===== config.mk =====
export PLATFORM = sky130hd
export DESIGN_NAME = exu_top
export DESIGN_NICKNAME = d
export VERILOG_FILES = /design/src/verilog/exu_pkg.sv /design/src/verilog/exu_ctl.sv /design/src/verilog/exu_operand_sel.sv /design/src/verilog/exu_alu.sv /design/src/verilog/exu_mul.sv /design/src/verilog/exu_div.sv /design/src/verilog/exu_top.sv
export VERILOG_INCLUDE_DIRS = /design/src /design/src/verilog
export SDC_FILE = /design/constraint.sdc
export NUM_CORES = 2
export LEC_CHECK = 0
export BUFFER_PORTS_ARGS = -buffer_cell sky130_fd_sc_hd__buf_2
export CORE_UTILIZATION = 66
export CTS_BUF_LIST = sky130_fd_sc_hd__clkbuf_4
export DETAILED_ROUTE_END_ITERATION = 12
export GPL_TIMING_DRIVEN = 0
export HOLD_SLACK_MARGIN = 0.03
export PLACE_DENSITY = 0.94
export SYNTH_ARGS = -nofsm -noshare
export SYNTH_HDL_FRONTEND = slang
export SYNTH_SLANG_ARGS = --single-unit

===== constraint.sdc =====
create_clock -name clk -period 10.6 [get_ports clk]
set_input_delay 0.53 -clock clk [delete_from_list [all_inputs] [get_ports clk]]
set_output_delay 0.53 -clock clk [all_outputs]
set_load 0.05 [all_outputs]

===== src/verilog/exu_params.svh =====
// Execute stage parameters
`ifndef EXU_PARAMS_SVH
`define EXU_PARAMS_SVH

// Datapath width
`define EXU_XLEN 32

// PC width, bit 0 is always zero
`define EXU_PCW 31

// Bypass sources: R-stage result, load result, X-stage result
`define EXU_NBYP 3

// One quotient bit per iteration
`define EXU_DIV_ITER 32

// Accepted divide to write pulse, counted in cycles
`define EXU_DIV_LAT (`EXU_DIV_ITER + 2)

`endif


===== src/verilog/exu_pkg.sv =====
// Execute stage shared types
package exu_pkg;

   // Operation codes from decode
   typedef enum logic [4:0] {
      ADD,
      SUB,
      AND,
      OR,
      XOR,
      SLL,
      SRL,
      SRA,
      SLT,
      SLTU,
      MUL,    // Low half of product
      MULH,   // High half, signed x signed
      MULHU,  // High half, unsigned x unsigned
      DIV,
      DIVU,
      REM,
      REMU
   } exu_op_t;

   // Functional unit an opcode is steered to
   typedef enum logic [1:0] {
      UNIT_ALU,
      UNIT_MUL,
      UNIT_DIV
   } exu_unit_t;

   // Divider sequencing
   typedef enum logic [1:0] {
      DIV_IDLE,
      DIV_RUN,   // One quotient bit per cycle
      DIV_DONE   // Sign fix-up cycle
   } exu_div_state_t;

endpackage


===== src/verilog/exu_ctl.sv =====
// Execute stage issue control
`timescale 1ns/1ps
`include "exu_params.svh"

module exu_ctl (
   input  logic                 clk,
   input  logic                 i_rst_n,
   input  logic                 i_valid,
   input  logic                 i_x_en,
   input  exu_pkg::exu_op_t     i_op,
   input  logic                 i_div_cancel,
   input  logic [`EXU_XLEN-1:0] i_alu_result,
   input  logic [`EXU_XLEN-1:0] i_mul_result,
   output logic                 o_alu_en,
   output logic                 o_mul_en,
   output logic                 o_div_load,
   output logic                 o_div_step,
   output logic                 o_div_finish,
   output logic                 o_ready,
   output logic [`EXU_XLEN-1:0] o_result_x,
   output logic                 o_result_valid,
   output logic                 o_div_wren
);
   import exu_pkg::*;

   localparam int CNT_W = $clog2(`EXU_DIV_ITER);

   exu_unit_t      unit;
   exu_div_state_t state;
   logic           issue;
   logic           mul_valid_x;
   logic [CNT_W-1:0] iter_cnt;

   always_comb begin
      case (i_op)
         MUL, MULH, MULHU:     unit = UNIT_MUL;
         DIV, DIVU, REM, REMU: unit = UNIT_DIV;
         default:              unit = UNIT_ALU;
      endcase
   end

   assign o_ready      = (state == DIV_IDLE) & ~o_div_wren;  // Held low through the write cycle
   assign issue        = i_valid & i_x_en & o_ready;
   assign o_alu_en     = issue & (unit == UNIT_ALU);
   assign o_mul_en     = issue & (unit == UNIT_MUL);
   assign o_div_load   = issue & (unit == UNIT_DIV);
   assign o_div_step   = (state == DIV_RUN) & ~i_div_cancel;
   assign o_div_finish = (state == DIV_DONE);

   always_ff @(posedge clk) begin
      if (!i_rst_n) begin
         state      <= DIV_IDLE;
         iter_cnt   <= '0;
         o_div_wren <= 1'b0;
      end else begin
         o_div_wren <= o_div_finish;  // Result lands with the pulse
         case (state)
            DIV_IDLE: begin
               if (o_div_load) begin
                  state    <= DIV_RUN;
                  iter_cnt <= '0;
               end
            end
            DIV_RUN: begin
               if (i_div_cancel) begin
                  state <= DIV_IDLE;  // Dropped without a write
               end else if (iter_cnt == CNT_W'(`EXU_DIV_ITER - 1)) begin
                  state <= DIV_DONE;
               end else begin
                  iter_cnt <= iter_cnt + 1'b1;
               end
            end
            default: state <= DIV_IDLE;
         endcase
      end
   end

   // X-stage valid and result steering
   always_ff @(posedge clk) begin
      if (!i_rst_n) begin
         o_result_valid <= 1'b0;
         mul_valid_x    <= 1'b0;
      end else begin
         o_result_valid <= o_alu_en | o_mul_en;
         if (o_alu_en | o_mul_en) begin
            mul_valid_x <= o_mul_en;  // Keep the mux on the last result
         end
      end
   end

   assign o_result_x = mul_valid_x ? i_mul_result : i_alu_result;

   a_ready_rise: assert property (@(posedge clk) disable iff (!i_rst_n)
      $rose(o_ready) |-> $past(o_div_wren) || $past(i_div_cancel));

   a_div_latency: assert property (@(posedge clk) disable iff (!i_rst_n)
      o_div_wren |-> $past(o_div_load, `EXU_DIV_LAT));

endmodule


===== src/verilog/exu_operand_sel.sv =====
// Execute stage operand select
`timescale 1ns/1ps
`include "exu_params.svh"

module exu_operand_sel (
   input  logic [`EXU_PCW-1:0]  i_pc,
   input  logic                 i_select_pc,
   input  logic                 i_rs1_en,
   input  logic                 i_rs2_en,
   input  logic [`EXU_XLEN-1:0] i_gpr_rs1,
   input  logic [`EXU_XLEN-1:0] i_gpr_rs2,
   input  logic [`EXU_XLEN-1:0] i_immed,
   input  logic [`EXU_NBYP-1:0] i_rs1_byp_en,
   input  logic [`EXU_NBYP-1:0] i_rs2_byp_en,
   input  logic [`EXU_XLEN-1:0] i_result_r,
   input  logic [`EXU_XLEN-1:0] i_lsu_result,
   input  logic [`EXU_XLEN-1:0] i_result_x,
   output logic [`EXU_XLEN-1:0] o_rs1,
   output logic [`EXU_XLEN-1:0] o_rs2
);

   logic [`EXU_NBYP-1:0][`EXU_XLEN-1:0] byp_src;
   logic [`EXU_XLEN-1:0]                rs1_byp_data;
   logic [`EXU_XLEN-1:0]                rs2_byp_data;

   // AND-OR of the one-hot sources
   function automatic logic [`EXU_XLEN-1:0] byp_mux(
      input logic [`EXU_NBYP-1:0]                en,
      input logic [`EXU_NBYP-1:0][`EXU_XLEN-1:0] src
   );
      logic [`EXU_XLEN-1:0] data;
      data = '0;
      for (int i = 0; i < `EXU_NBYP; i++) begin
         data = data | ({`EXU_XLEN{en[i]}} & src[i]);
      end
      return data;
   endfunction

   assign byp_src[0]   = i_result_r;    // R stage
   assign byp_src[1]   = i_lsu_result;  // Load data
   assign byp_src[2]   = i_result_x;    // Own X-stage result
   assign rs1_byp_data = byp_mux(i_rs1_byp_en, byp_src);
   assign rs2_byp_data = byp_mux(i_rs2_byp_en, byp_src);

   always_comb begin
      if (|i_rs1_byp_en)    o_rs1 = rs1_byp_data;
      else if (i_select_pc) o_rs1 = {i_pc, 1'b0};  // Jumps and auipc
      else if (i_rs1_en)    o_rs1 = i_gpr_rs1;
      else                  o_rs1 = '0;
   end

   always_comb begin
      if (|i_rs2_byp_en)    o_rs2 = rs2_byp_data;
      else if (i_rs2_en)    o_rs2 = i_gpr_rs2;
      else                  o_rs2 = i_immed;
   end

   always_comb begin
      if (i_rs1_en | i_rs2_en) begin
         a_byp_onehot: assert final ($onehot0(i_rs1_byp_en) && $onehot0(i_rs2_byp_en))
            else $error("bypass enable is not one-hot");
      end
   end

endmodule


===== src/verilog/exu_alu.sv =====
// Execute stage integer ALU
`timescale 1ns/1ps
`include "exu_params.svh"

module exu_alu (
   input  logic                 clk,
   input  logic                 i_rst_n,
   input  logic                 i_en,
   input  exu_pkg::exu_op_t     i_op,
   input  logic [`EXU_XLEN-1:0] i_a,
   input  logic [`EXU_XLEN-1:0] i_b,
   output logic [`EXU_XLEN-1:0] o_result
);
   import exu_pkg::*;

   localparam int SHW = $clog2(`EXU_XLEN);

   logic [SHW-1:0]       shamt;
   logic                 lt_signed;
   logic                 lt_unsigned;
   logic [`EXU_XLEN-1:0] result_d;

   assign shamt       = i_b[SHW-1:0];  // Only the low bits count
   assign lt_signed   = $signed(i_a) < $signed(i_b);
   assign lt_unsigned = i_a < i_b;

   always_comb begin
      case (i_op)
         ADD:     result_d = i_a + i_b;
         SUB:     result_d = i_a - i_b;
         AND:     result_d = i_a & i_b;
         OR:      result_d = i_a | i_b;
         XOR:     result_d = i_a ^ i_b;
         SLL:     result_d = i_a << shamt;
         SRL:     result_d = i_a >> shamt;
         SRA:     result_d = $unsigned($signed(i_a) >>> shamt);
         SLT:     result_d = `EXU_XLEN'(lt_signed);
         SLTU:    result_d = `EXU_XLEN'(lt_unsigned);
         default: result_d = '0;  // Not an ALU op
      endcase
   end

   // X-stage result register
   always_ff @(posedge clk) begin
      if (!i_rst_n) begin
         o_result <= '0;
      end else if (i_en) begin
         o_result <= result_d;
      end
   end

endmodule


===== src/verilog/exu_mul.sv =====
// Execute stage multiplier
`timescale 1ns/1ps
`include "exu_params.svh"

module exu_mul (
   input  logic                 clk,
   input  logic                 i_rst_n,
   input  logic                 i_en,
   input  exu_pkg::exu_op_t     i_op,
   input  logic [`EXU_XLEN-1:0] i_a,
   input  logic [`EXU_XLEN-1:0] i_b,
   output logic [`EXU_XLEN-1:0] o_result
);
   import exu_pkg::*;

   logic                           sgn;
   logic signed [`EXU_XLEN:0]      a_ext;
   logic signed [`EXU_XLEN:0]      b_ext;
   logic signed [2*`EXU_XLEN+1:0]  product;

   assign sgn     = (i_op == MULH);  // MUL low half is sign agnostic
   assign a_ext   = {sgn & i_a[`EXU_XLEN-1], i_a};
   assign b_ext   = {sgn & i_b[`EXU_XLEN-1], i_b};
   assign product = a_ext * b_ext;

   always_ff @(posedge clk) begin
      if (!i_rst_n) begin
         o_result <= '0;
      end else if (i_en) begin
         o_result <= (i_op == MUL) ? product[`EXU_XLEN-1:0]
                                   : product[2*`EXU_XLEN-1:`EXU_XLEN];
      end
   end

endmodule


===== src/verilog/exu_div.sv =====
// Execute stage restoring divider
`timescale 1ns/1ps
`include "exu_params.svh"

module exu_div (
   input  logic                 clk,
   input  logic                 i_rst_n,
   input  logic                 i_load,
   input  logic                 i_step,
   input  logic                 i_finish,
   input  exu_pkg::exu_op_t     i_op,
   input  logic [`EXU_XLEN-1:0] i_dividend,
   input  logic [`EXU_XLEN-1:0] i_divisor,
   output logic [`EXU_XLEN-1:0] o_result
);
   import exu_pkg::*;

   logic                 is_signed;
   logic [`EXU_XLEN-1:0] a_mag;
   logic [`EXU_XLEN-1:0] b_mag;
   logic [`EXU_XLEN-1:0] quot;
   logic [`EXU_XLEN-1:0] rem;
   logic [`EXU_XLEN-1:0] dvs;
   logic [`EXU_XLEN-1:0] dividend_q;
   logic                 neg_q;
   logic                 neg_r;
   logic                 rem_sel;
   logic                 div_zero;
   logic                 ovf;
   logic [`EXU_XLEN:0]   shifted;
   logic [`EXU_XLEN:0]   diff;
   logic [`EXU_XLEN-1:0] q_fix;
   logic [`EXU_XLEN-1:0] r_fix;

   assign is_signed = (i_op == DIV) | (i_op == REM);
   assign a_mag = (is_signed & i_dividend[`EXU_XLEN-1]) ? -i_dividend : i_dividend;
   assign b_mag = (is_signed & i_divisor[`EXU_XLEN-1])  ? -i_divisor  : i_divisor;

   assign shifted = {rem, quot[`EXU_XLEN-1]};  // Bring down next dividend bit
   assign diff    = shifted - {1'b0, dvs};

   always_ff @(posedge clk) begin
      if (i_load) begin
         quot       <= a_mag;  // Dividend shifts out as quotient shifts in
         rem        <= '0;
         dvs        <= b_mag;
         dividend_q <= i_dividend;
         neg_q      <= is_signed & (i_dividend[`EXU_XLEN-1] ^ i_divisor[`EXU_XLEN-1]);
         neg_r      <= is_signed & i_dividend[`EXU_XLEN-1];
         rem_sel    <= (i_op == REM) | (i_op == REMU);
         div_zero   <= (i_divisor == '0);
         ovf        <= is_signed & (i_dividend == {1'b1, {(`EXU_XLEN-1){1'b0}}})
                       & (&i_divisor);
      end else if (i_step) begin
         if (!diff[`EXU_XLEN]) begin
            rem  <= diff[`EXU_XLEN-1:0];
            quot <= {quot[`EXU_XLEN-2:0], 1'b1};
         end else begin
            rem  <= shifted[`EXU_XLEN-1:0];  // Restore
            quot <= {quot[`EXU_XLEN-2:0], 1'b0};
         end
      end
   end

   // Sign fix-up and the RISC-V corner cases
   always_comb begin
      if (div_zero) begin
         q_fix = '1;
         r_fix = dividend_q;
      end else if (ovf) begin
         q_fix = dividend_q;
         r_fix = '0;
      end else begin
         q_fix = neg_q ? -quot : quot;
         r_fix = neg_r ? -rem : rem;
      end
   end

   always_ff @(posedge clk) begin
      if (!i_rst_n) begin
         o_result <= '0;
      end else if (i_finish) begin
         o_result <= rem_sel ? r_fix : q_fix;
      end
   end

endmodule


===== src/verilog/exu_top.sv =====
// Integer execute stage
`timescale 1ns/1ps
`include "exu_params.svh"

module exu_top (
   input  logic                 clk,
   input  logic                 i_rst_n,
   input  logic                 i_valid,
   input  exu_pkg::exu_op_t     i_op,
   input  logic                 i_x_en,
   input  logic [`EXU_PCW-1:0]  i_pc,
   input  logic                 i_select_pc,
   input  logic                 i_rs1_en,
   input  logic                 i_rs2_en,
   input  logic [`EXU_XLEN-1:0] i_gpr_rs1,
   input  logic [`EXU_XLEN-1:0] i_gpr_rs2,
   input  logic [`EXU_XLEN-1:0] i_immed,
   input  logic [`EXU_NBYP-1:0] i_rs1_byp_en,
   input  logic [`EXU_NBYP-1:0] i_rs2_byp_en,
   input  logic [`EXU_XLEN-1:0] i_result_r,
   input  logic [`EXU_XLEN-1:0] i_lsu_result,
   input  logic                 i_div_cancel,
   output logic                 o_ready,
   output logic [`EXU_XLEN-1:0] o_result_x,
   output logic                 o_result_valid,
   output logic [`EXU_XLEN-1:0] o_div_result,
   output logic                 o_div_wren
);

   logic                 alu_en;
   logic                 mul_en;
   logic                 div_load;
   logic                 div_step;
   logic                 div_finish;
   logic [`EXU_XLEN-1:0] rs1;
   logic [`EXU_XLEN-1:0] rs2;
   logic [`EXU_XLEN-1:0] alu_result;
   logic [`EXU_XLEN-1:0] mul_result;

   exu_ctl i_ctl (
      .clk            (clk),
      .i_rst_n        (i_rst_n),
      .i_valid        (i_valid),
      .i_x_en         (i_x_en),
      .i_op           (i_op),
      .i_div_cancel   (i_div_cancel),
      .i_alu_result   (alu_result),
      .i_mul_result   (mul_result),
      .o_alu_en       (alu_en),
      .o_mul_en       (mul_en),
      .o_div_load     (div_load),
      .o_div_step     (div_step),
      .o_div_finish   (div_finish),
      .o_ready        (o_ready),
      .o_result_x     (o_result_x),
      .o_result_valid (o_result_valid),
      .o_div_wren     (o_div_wren)
   );

   exu_operand_sel i_operand_sel (
      .i_pc         (i_pc),
      .i_select_pc  (i_select_pc),
      .i_rs1_en     (i_rs1_en),
      .i_rs2_en     (i_rs2_en),
      .i_gpr_rs1    (i_gpr_rs1),
      .i_gpr_rs2    (i_gpr_rs2),
      .i_immed      (i_immed),
      .i_rs1_byp_en (i_rs1_byp_en),
      .i_rs2_byp_en (i_rs2_byp_en),
      .i_result_r   (i_result_r),
      .i_lsu_result (i_lsu_result),
      .i_result_x   (o_result_x),  // Back-to-back dependency
      .o_rs1        (rs1),
      .o_rs2        (rs2)
   );

   exu_alu i_alu (
      .clk      (clk),
      .i_rst_n  (i_rst_n),
      .i_en     (alu_en),
      .i_op     (i_op),
      .i_a      (rs1),
      .i_b      (rs2),
      .o_result (alu_result)
   );

   exu_mul i_mul (
      .clk      (clk),
      .i_rst_n  (i_rst_n),
      .i_en     (mul_en),
      .i_op     (i_op),
      .i_a      (rs1),
      .i_b      (rs2),
      .o_result (mul_result)
   );

   exu_div i_div (
      .clk        (clk),
      .i_rst_n    (i_rst_n),
      .i_load     (div_load),
      .i_step     (div_step),
      .i_finish   (div_finish),
      .i_op       (i_op),
      .i_dividend (rs1),
      .i_divisor  (rs2),
      .o_result   (o_div_result)
   );

endmodule


==> run_summary.xml, run 1 <==
<?xml version="1.0" encoding="UTF-8"?>
<metrics>
  <group name="status">
    <metric name="outcome" unit="">did not finish</metric>
    <metric name="stop_stage" unit="">global routing</metric>
    <metric name="toolErrorMsg" unit="">[ERROR GRT-0116] Global routing finished with congestion. Check the congestion regions in the DRC Viewer.</metric>
  </group>
  <group name="placed_design">
    <metric name="place.port_buffers" unit="">273</metric>
    <metric name="globalplace.congestion" unit="">1.30</metric>
    <metric name="post-dp-hpwl" unit="um">257000</metric>
  </group>
  <group name="synth">
    <metric name="number_of_enable_type_register_cells_in_the_synthesized_netlist" unit="">101</metric>
    <metric name="yosysTopAreaCell" unit="">sky130_fd_sc_hd__fa_1</metric>
    <metric name="synth_top_area_share" unit="%">37.1</metric>
    <metric name="syn-instance-count" unit="">7249</metric>
    <metric name="post_synth_num_cell_types" unit="">94</metric>
    <metric name="synth_seq_cells" unit="">239</metric>
    <metric name="synthesis.area_per_instance" unit="um2">8.40</metric>
    <metric name="postSynthNetCount" unit="">8935</metric>
    <metric name="yosys_warnings" unit="">0</metric>
    <metric name="synthArstFlopShare" unit="%">0</metric>
    <metric name="synthTopCellsByArea" unit="">sky130_fd_sc_hd__fa_1, sky130_fd_sc_hd__inv_1, sky130_fd_sc_hd__ha_1</metric>
    <metric name="synth_ff_type" unit="">sky130_fd_sc_hd__dfxtp_1</metric>
    <metric name="sequential_area_share_after_synthesis" unit="%">9.51</metric>
    <metric name="syn_area" unit="mm2">0.0609</metric>
  </group>
  <group name="clock_network">
    <metric name="root_buffer" unit="">sky130_fd_sc_hd__clkbuf_4</metric>
    <metric name="cts.sinks" unit="">239</metric>
    <metric name="cts-root-to-sink-buffers" unit="">3</metric>
    <metric name="numCtsBuffers" unit="">60</metric>
    <metric name="cts.htree.levels" unit="">2</metric>
  </group>
  <group name="floorplanning">
    <metric name="initial_utilization" unit="%">66.6</metric>
    <metric name="die_x" unit="um">306</metric>
    <metric name="dieHeight" unit="um">306</metric>
    <metric name="rows" unit="">111</metric>
    <metric name="pin_count" unit="">277</metric>
  </group>
  <group name="global_routing">
    <metric name="number_of_global_route_vias_before_repair" unit="">69000</metric>
    <metric name="wire_length_of_the_first_global_routing_pass" unit="um">501000</metric>
    <metric name="grt.overflow.total" unit="">6</metric>
    <metric name="grt_max_degree" unit="">47</metric>
    <metric name="grt_use_total" unit="%">75.8</metric>
  </group>
</metrics>
per-stage QoR:
stage          instance area, um2  worst slack (ps)  hold WS, ps  utilization (%)  std cells
3_3_place_gp                63800             -3240          431             69.7       8708
3_5_place_dp                64100             -3450          437             70.0       8725
4_1_cts                     66100             0.793          242             72.2       8860
2_1_floorplan               60900               853          421                -       7249
synth_stat cells (18+ instances only):
cell,count
sky130_fd_sc_hd__a22oi_1,19
sky130_fd_sc_hd__o21ai_0,330
sky130_fd_sc_hd__o211ai_1,35
sky130_fd_sc_hd__nand2_1,1119
sky130_fd_sc_hd__a22o_1,34
sky130_fd_sc_hd__nor2b_1,27
sky130_fd_sc_hd__o21ai_1,26
sky130_fd_sc_hd__a222oi_1,41
sky130_fd_sc_hd__a211oi_1,76
sky130_fd_sc_hd__mux2i_1,163
sky130_fd_sc_hd__ha_1,348
sky130_fd_sc_hd__nor4_1,20
sky130_fd_sc_hd__a31oi_1,54
sky130_fd_sc_hd__edfxtp_1,101
sky130_fd_sc_hd__o21a_1,25
sky130_fd_sc_hd__buf_1,67
sky130_fd_sc_hd__buf_2,35
sky130_fd_sc_hd__nand4_1,27
sky130_fd_sc_hd__and3_1,30
sky130_fd_sc_hd__fa_1,1128
sky130_fd_sc_hd__or3_1,25
sky130_fd_sc_hd__mux2_2,58
sky130_fd_sc_hd__dfxtp_1,138
sky130_fd_sc_hd__a21oi_1,288
sky130_fd_sc_hd__o21bai_1,19
sky130_fd_sc_hd__xor2_1,60
sky130_fd_sc_hd__and2_1,24
sky130_fd_sc_hd__xnor2_1,161
sky130_fd_sc_hd__nand2b_1,26
sky130_fd_sc_hd__a21o_1,67
sky130_fd_sc_hd__o221ai_1,18
sky130_fd_sc_hd__a221oi_1,39
sky130_fd_sc_hd__clkinv_1,21
sky130_fd_sc_hd__inv_1,1212
sky130_fd_sc_hd__nand3_1,68
sky130_fd_sc_hd__a221o_1,20
sky130_fd_sc_hd__o31ai_1,45
sky130_fd_sc_hd__nor2_1,572
sky130_fd_sc_hd__nor3_1,75
sky130_fd_sc_hd__clkbuf_1,346
sky130_fd_sc_hd__o22ai_1,23
timing repair:
item,CTS
endpoints found under the setup margin,32
hold endpoints to repair,2
gates resized for setup,330
pin swaps,35
hold buffers,3
setup buffers,48
cloned,0
cells by family after synthesis:
logic type / synth area share, %
AND/OR/NAND/NOR: 14.3
AO/OA/AOI/OAI: 14.3
flip-flops: 9.51
XOR/XNOR: 3.18
adder cells (fa/ha/maj): 44.2
buffers and inverters: 10.6
multiplexers: 3.88
per-layer routing:
layer	global-route usage, %	overflow
met1	76.8	0
met2	90.8	1
met3	61.3	0
met4	72.8	5
met5	38.2	0
==> run 2: changes to the inputs <==
Settings changed: CORE_UTILIZATION 66 to 40, CTS_BUF_LIST sky130_fd_sc_hd__clkbuf_4 to unset, HOLD_SLACK_MARGIN 0.03 to unset, PLACE_DENSITY 0.94 to unset, PLACE_DENSITY_LB_ADDON set to 0.15.
==> run_summary.xml, run 2 <==
<?xml version="1.0" encoding="UTF-8"?>
<metrics>
  <group name="drt">
    <metric name="ant_nets" unit="">0</metric>
    <metric name="vias_per_cell" unit="">6.19</metric>
    <metric name="iteration_count_of_the_initial_detailed_routing_pass" unit="">10</metric>
    <metric name="drtIter0Drc" unit="">7356</metric>
    <metric name="vias" unit="">60200</metric>
    <metric name="final_routed_wire_length_divided_by_cell_count" unit="um">37.8</metric>
    <metric name="route.final.wire_length" unit="um">368000</metric>
    <metric name="detail_route.drc_violations" unit="">0</metric>
  </group>
  <group name="clock_network">
    <metric name="cts-root-to-sink-buffers" unit="">3</metric>
    <metric name="clock_latency" unit="ps">640</metric>
    <metric name="tritoncts_clock_tree" unit="">yes</metric>
    <metric name="cts.sinks" unit="">239</metric>
    <metric name="clkTransAtPathRegs" unit="ps">60</metric>
    <metric name="numCtsBuffers" unit="">29</metric>
    <metric name="hold_buffers" unit="">0</metric>
    <metric name="cts.htree.levels" unit="">1</metric>
    <metric name="root_buffer" unit="">sky130_fd_sc_hd__clkbuf_16</metric>
  </group>
  <group name="placed_design">
    <metric name="post-dp-hpwl" unit="um">303000</metric>
    <metric name="globalplace.congestion" unit="">1.13</metric>
    <metric name="numPlacedInstances" unit="">9560</metric>
    <metric name="place.port_buffers" unit="">273</metric>
  </group>
  <group name="min_path">
    <metric name="min_from" unit="">i_rst_n</metric>
    <metric name="hold-path-endpoint" unit="">i_ctl.o_result_valid$_SDFF_PN0_</metric>
    <metric name="hold_path_depth" unit="">3</metric>
    <metric name="hold_path.class" unit="">primary input to register</metric>
  </group>
  <group name="synth">
    <metric name="synth_top_area_share" unit="%">37.1</metric>
    <metric name="synthTopCellsByCount" unit="">sky130_fd_sc_hd__inv_1, sky130_fd_sc_hd__fa_1, sky130_fd_sc_hd__nand2_1, sky130_fd_sc_hd__nor2_1, sky130_fd_sc_hd__ha_1</metric>
    <metric name="synth_most_common_cell" unit="">sky130_fd_sc_hd__inv_1</metric>
    <metric name="yosys_warnings" unit="">0</metric>
    <metric name="synthArstFlopShare" unit="%">0</metric>
    <metric name="yosysTopAreaCell" unit="">sky130_fd_sc_hd__fa_1</metric>
    <metric name="syn-instance-count" unit="">7249</metric>
    <metric name="synthTopCellsByArea" unit="">sky130_fd_sc_hd__fa_1, sky130_fd_sc_hd__inv_1, sky130_fd_sc_hd__ha_1</metric>
    <metric name="synthesis.area_per_instance" unit="um2">8.40</metric>
    <metric name="synth_seq_cells" unit="">239</metric>
    <metric name="sequential_area_share_after_synthesis" unit="%">9.51</metric>
    <metric name="synth_ff_type" unit="">sky130_fd_sc_hd__dfxtp_1</metric>
    <metric name="post_synth_num_cell_types" unit="">94</metric>
    <metric name="number_of_enable_type_register_cells_in_the_synthesized_netlist" unit="">101</metric>
    <metric name="syn_area" unit="mm2">0.0609</metric>
    <metric name="postSynthNetCount" unit="">8935</metric>
  </group>
  <group name="finish">
    <metric name="mostFrequentLayoutCells" unit="">sky130_fd_sc_hd__inv_1, sky130_fd_sc_hd__nand2_1, sky130_fd_sc_hd__fa_1</metric>
    <metric name="instances_no_fill" unit="">9726</metric>
    <metric name="drive_gt1_share" unit="%">13.1</metric>
    <metric name="final_core_util" unit="%">46.1</metric>
    <metric name="layout.area.seq" unit="mm2">0.00580</metric>
    <metric name="layout_commonest_cell" unit="">sky130_fd_sc_hd__inv_1</metric>
    <metric name="multi_input_comb_area" unit="mm2">0.0500</metric>
    <metric name="finalNetCount" unit="">9340</metric>
    <metric name="areaGrowthSynthToFinish" unit="%">13.8</metric>
    <metric name="n_fill_cell" unit="">15200</metric>
  </group>
  <group name="floorplanning">
    <metric name="fp.coreArea" unit="mm2">0.150</metric>
    <metric name="initial_utilization" unit="%">40.5</metric>
    <metric name="dieHeight" unit="um">392</metric>
    <metric name="floorplan.die_area" unit="mm2">0.154</metric>
    <metric name="die_x" unit="um">392</metric>
    <metric name="pin_count" unit="">277</metric>
    <metric name="rows" unit="">142</metric>
  </group>
  <group name="worst_setup_path">
    <metric name="startpoint_type" unit="">register</metric>
    <metric name="crit_required" unit="ps">11160</metric>
    <metric name="cp_common_cell" unit="">sky130_fd_sc_hd__fa_1</metric>
    <metric name="critPathArrivalTime" unit="ps">11300</metric>
    <metric name="critPathKind" unit="">register to register</metric>
    <metric name="worst-path-max-fanout" unit="">10</metric>
    <metric name="critical_path.startpoint" unit="">i_ctl.mul_valid_x$_SDFFE_PN0P_</metric>
    <metric name="reg2regPathDepth" unit="">30</metric>
    <metric name="crit_path_capture_type" unit="">register</metric>
    <metric name="timing.rr.start" unit="">i_ctl.mul_valid_x$_SDFFE_PN0P_</metric>
    <metric name="critical-path-slowest-cell" unit="">sky130_fd_sc_hd__a222oi_1</metric>
    <metric name="cpPeakStageDelay" unit="ps">1130</metric>
    <metric name="r2r-end" unit="">i_mul.o_result[9]$_SDFFE_PN0P_</metric>
    <metric name="rrSetupSlack" unit="ps">-140</metric>
  </group>
  <group name="sta">
    <metric name="finalMaxSlewViolations" unit="">3</metric>
    <metric name="max_clock_freq" unit="GHz">0.0931</metric>
    <metric name="hold_viol" unit="">0</metric>
    <metric name="setup-violations-final" unit="">12</metric>
    <metric name="fin_skew" unit="ps">60.8</metric>
    <metric name="worst_slack" unit="ps">-136</metric>
    <metric name="setup_tns" unit="ps">-738</metric>
    <metric name="final.min_clock_period" unit="ps">10740</metric>
    <metric name="timing_worst_slew_pin_value" unit="ps">1560</metric>
    <metric name="timing.slew.headroom" unit="%">-4.06</metric>
    <metric name="timing.hold.ws" unit="ps">396</metric>
    <metric name="timing.final.crit_share" unit="%">101</metric>
  </group>
  <group name="global_routing">
    <metric name="grt_use_total" unit="%">47.8</metric>
    <metric name="grt_max_degree" unit="">69</metric>
    <metric name="grt.overflow.total" unit="">0</metric>
    <metric name="wire_length_of_the_first_global_routing_pass" unit="um">496000</metric>
    <metric name="grt_antenna_before_repair" unit="">48</metric>
    <metric name="number_of_global_route_vias_before_repair" unit="">60100</metric>
  </group>
  <group name="status">
    <metric name="outcome" unit="">finished with violations</metric>
    <metric name="violations" unit="">slew limit, setup timing</metric>
  </group>
  <group name="run">
    <metric name="cap_viol_max_count" unit="">0</metric>
  </group>
</metrics>
-- run 2: cell counts after synthesis --
Identical to the previous run, type by type.
-- run 2: how the worst max path moves through the flow --
stage                                      endpoint  slack (ps)  cells past startpoint
floorplan           i_mul.o_result[27]$_SDFFE_PN0P_         850                     36
global placement    i_mul.o_result[16]$_SDFFE_PN0P_       -3950                     30
detailed placement  i_mul.o_result[16]$_SDFFE_PN0P_       -3270                     31
CTS                 i_mul.o_result[18]$_SDFFE_PN0P_           8                     33
global route        i_mul.o_result[18]$_SDFFE_PN0P_         -50                     29
finish               i_mul.o_result[9]$_SDFFE_PN0P_        -140                     30
-- run 2: per-stage QoR --
stage          cell area (um2)  setup WS, ps
3_3_place_gp             64800         -3950
4_1_cts                  68100          7.93
3_5_place_dp             65300         -3270
2_1_floorplan            60900           853
5_1_grt                  69200         -45.2
6_report                 69300          -136
-- run 2: per-layer routing --
metal / global-route usage [%] / vias to the layer above / part of all wire, %
li1: - / 24200 / -
met4: 40.9 / 26 / 11
met5: 0.319 / - / 0.12
met3: 16.8 / 1279 / 12
met1: 56.1 / 30500 / 35
met2: 69.4 / 4135 / 42
-- run 2: critical path: cells and delay by family (launching register included) --
family,cells,cell delay [ps]
multiplexers,1,440
XOR/XNOR,1,330
flip-flops,1,320
adder cells (fa/ha/maj),10,4400
AO/OA/AOI/OAI,7,3240
buffers and inverters,8,1360
AND/OR/NAND/NOR,3,530
-- run 2: timing repair --
item / CTS / global route
pin swaps: 40 / 69
gates resized for setup: 379 / 272
buffers inserted: 74 / 44
cloned: 0 / 2
endpoints found under the setup margin: 32 / 31
-- run 2: cell type report --
class / instances / area share [%]
timing repair buffer: 418 / 4.08
tap: 2016 / 3.64
clock buffer: 37 / 1.15
inverter: 1238 / 6.91
sequential: 239 / 8.36
clock inverter: 16 / 0.341
antenna: 34 / 0.123
buffer: 415 / 3.31
multi-input combinational: 5313 / 72.1
-- run 2: cell families (layout without fill, tap and decap cells) --
kind of cell / after synthesis / count (layout) / synth area share [%]
simple gates: 2075 / 2075 / 14.3
buf+inv: 1697 / 2124 / 10.6
fa+ha+maj: 1476 / 1476 / 44.2
compound gates: 1316 / 1316 / 14.3
flops: 239 / 239 / 9.51
mux: 225 / 225 / 3.88
xor+xnor: 221 / 221 / 3.18
other cells: 0 / 34 / 0
Power of run 2 is left out: the tool's default activity adds up to more than one toggle a clock period on the data nets, which glitch-free logic cannot reach.
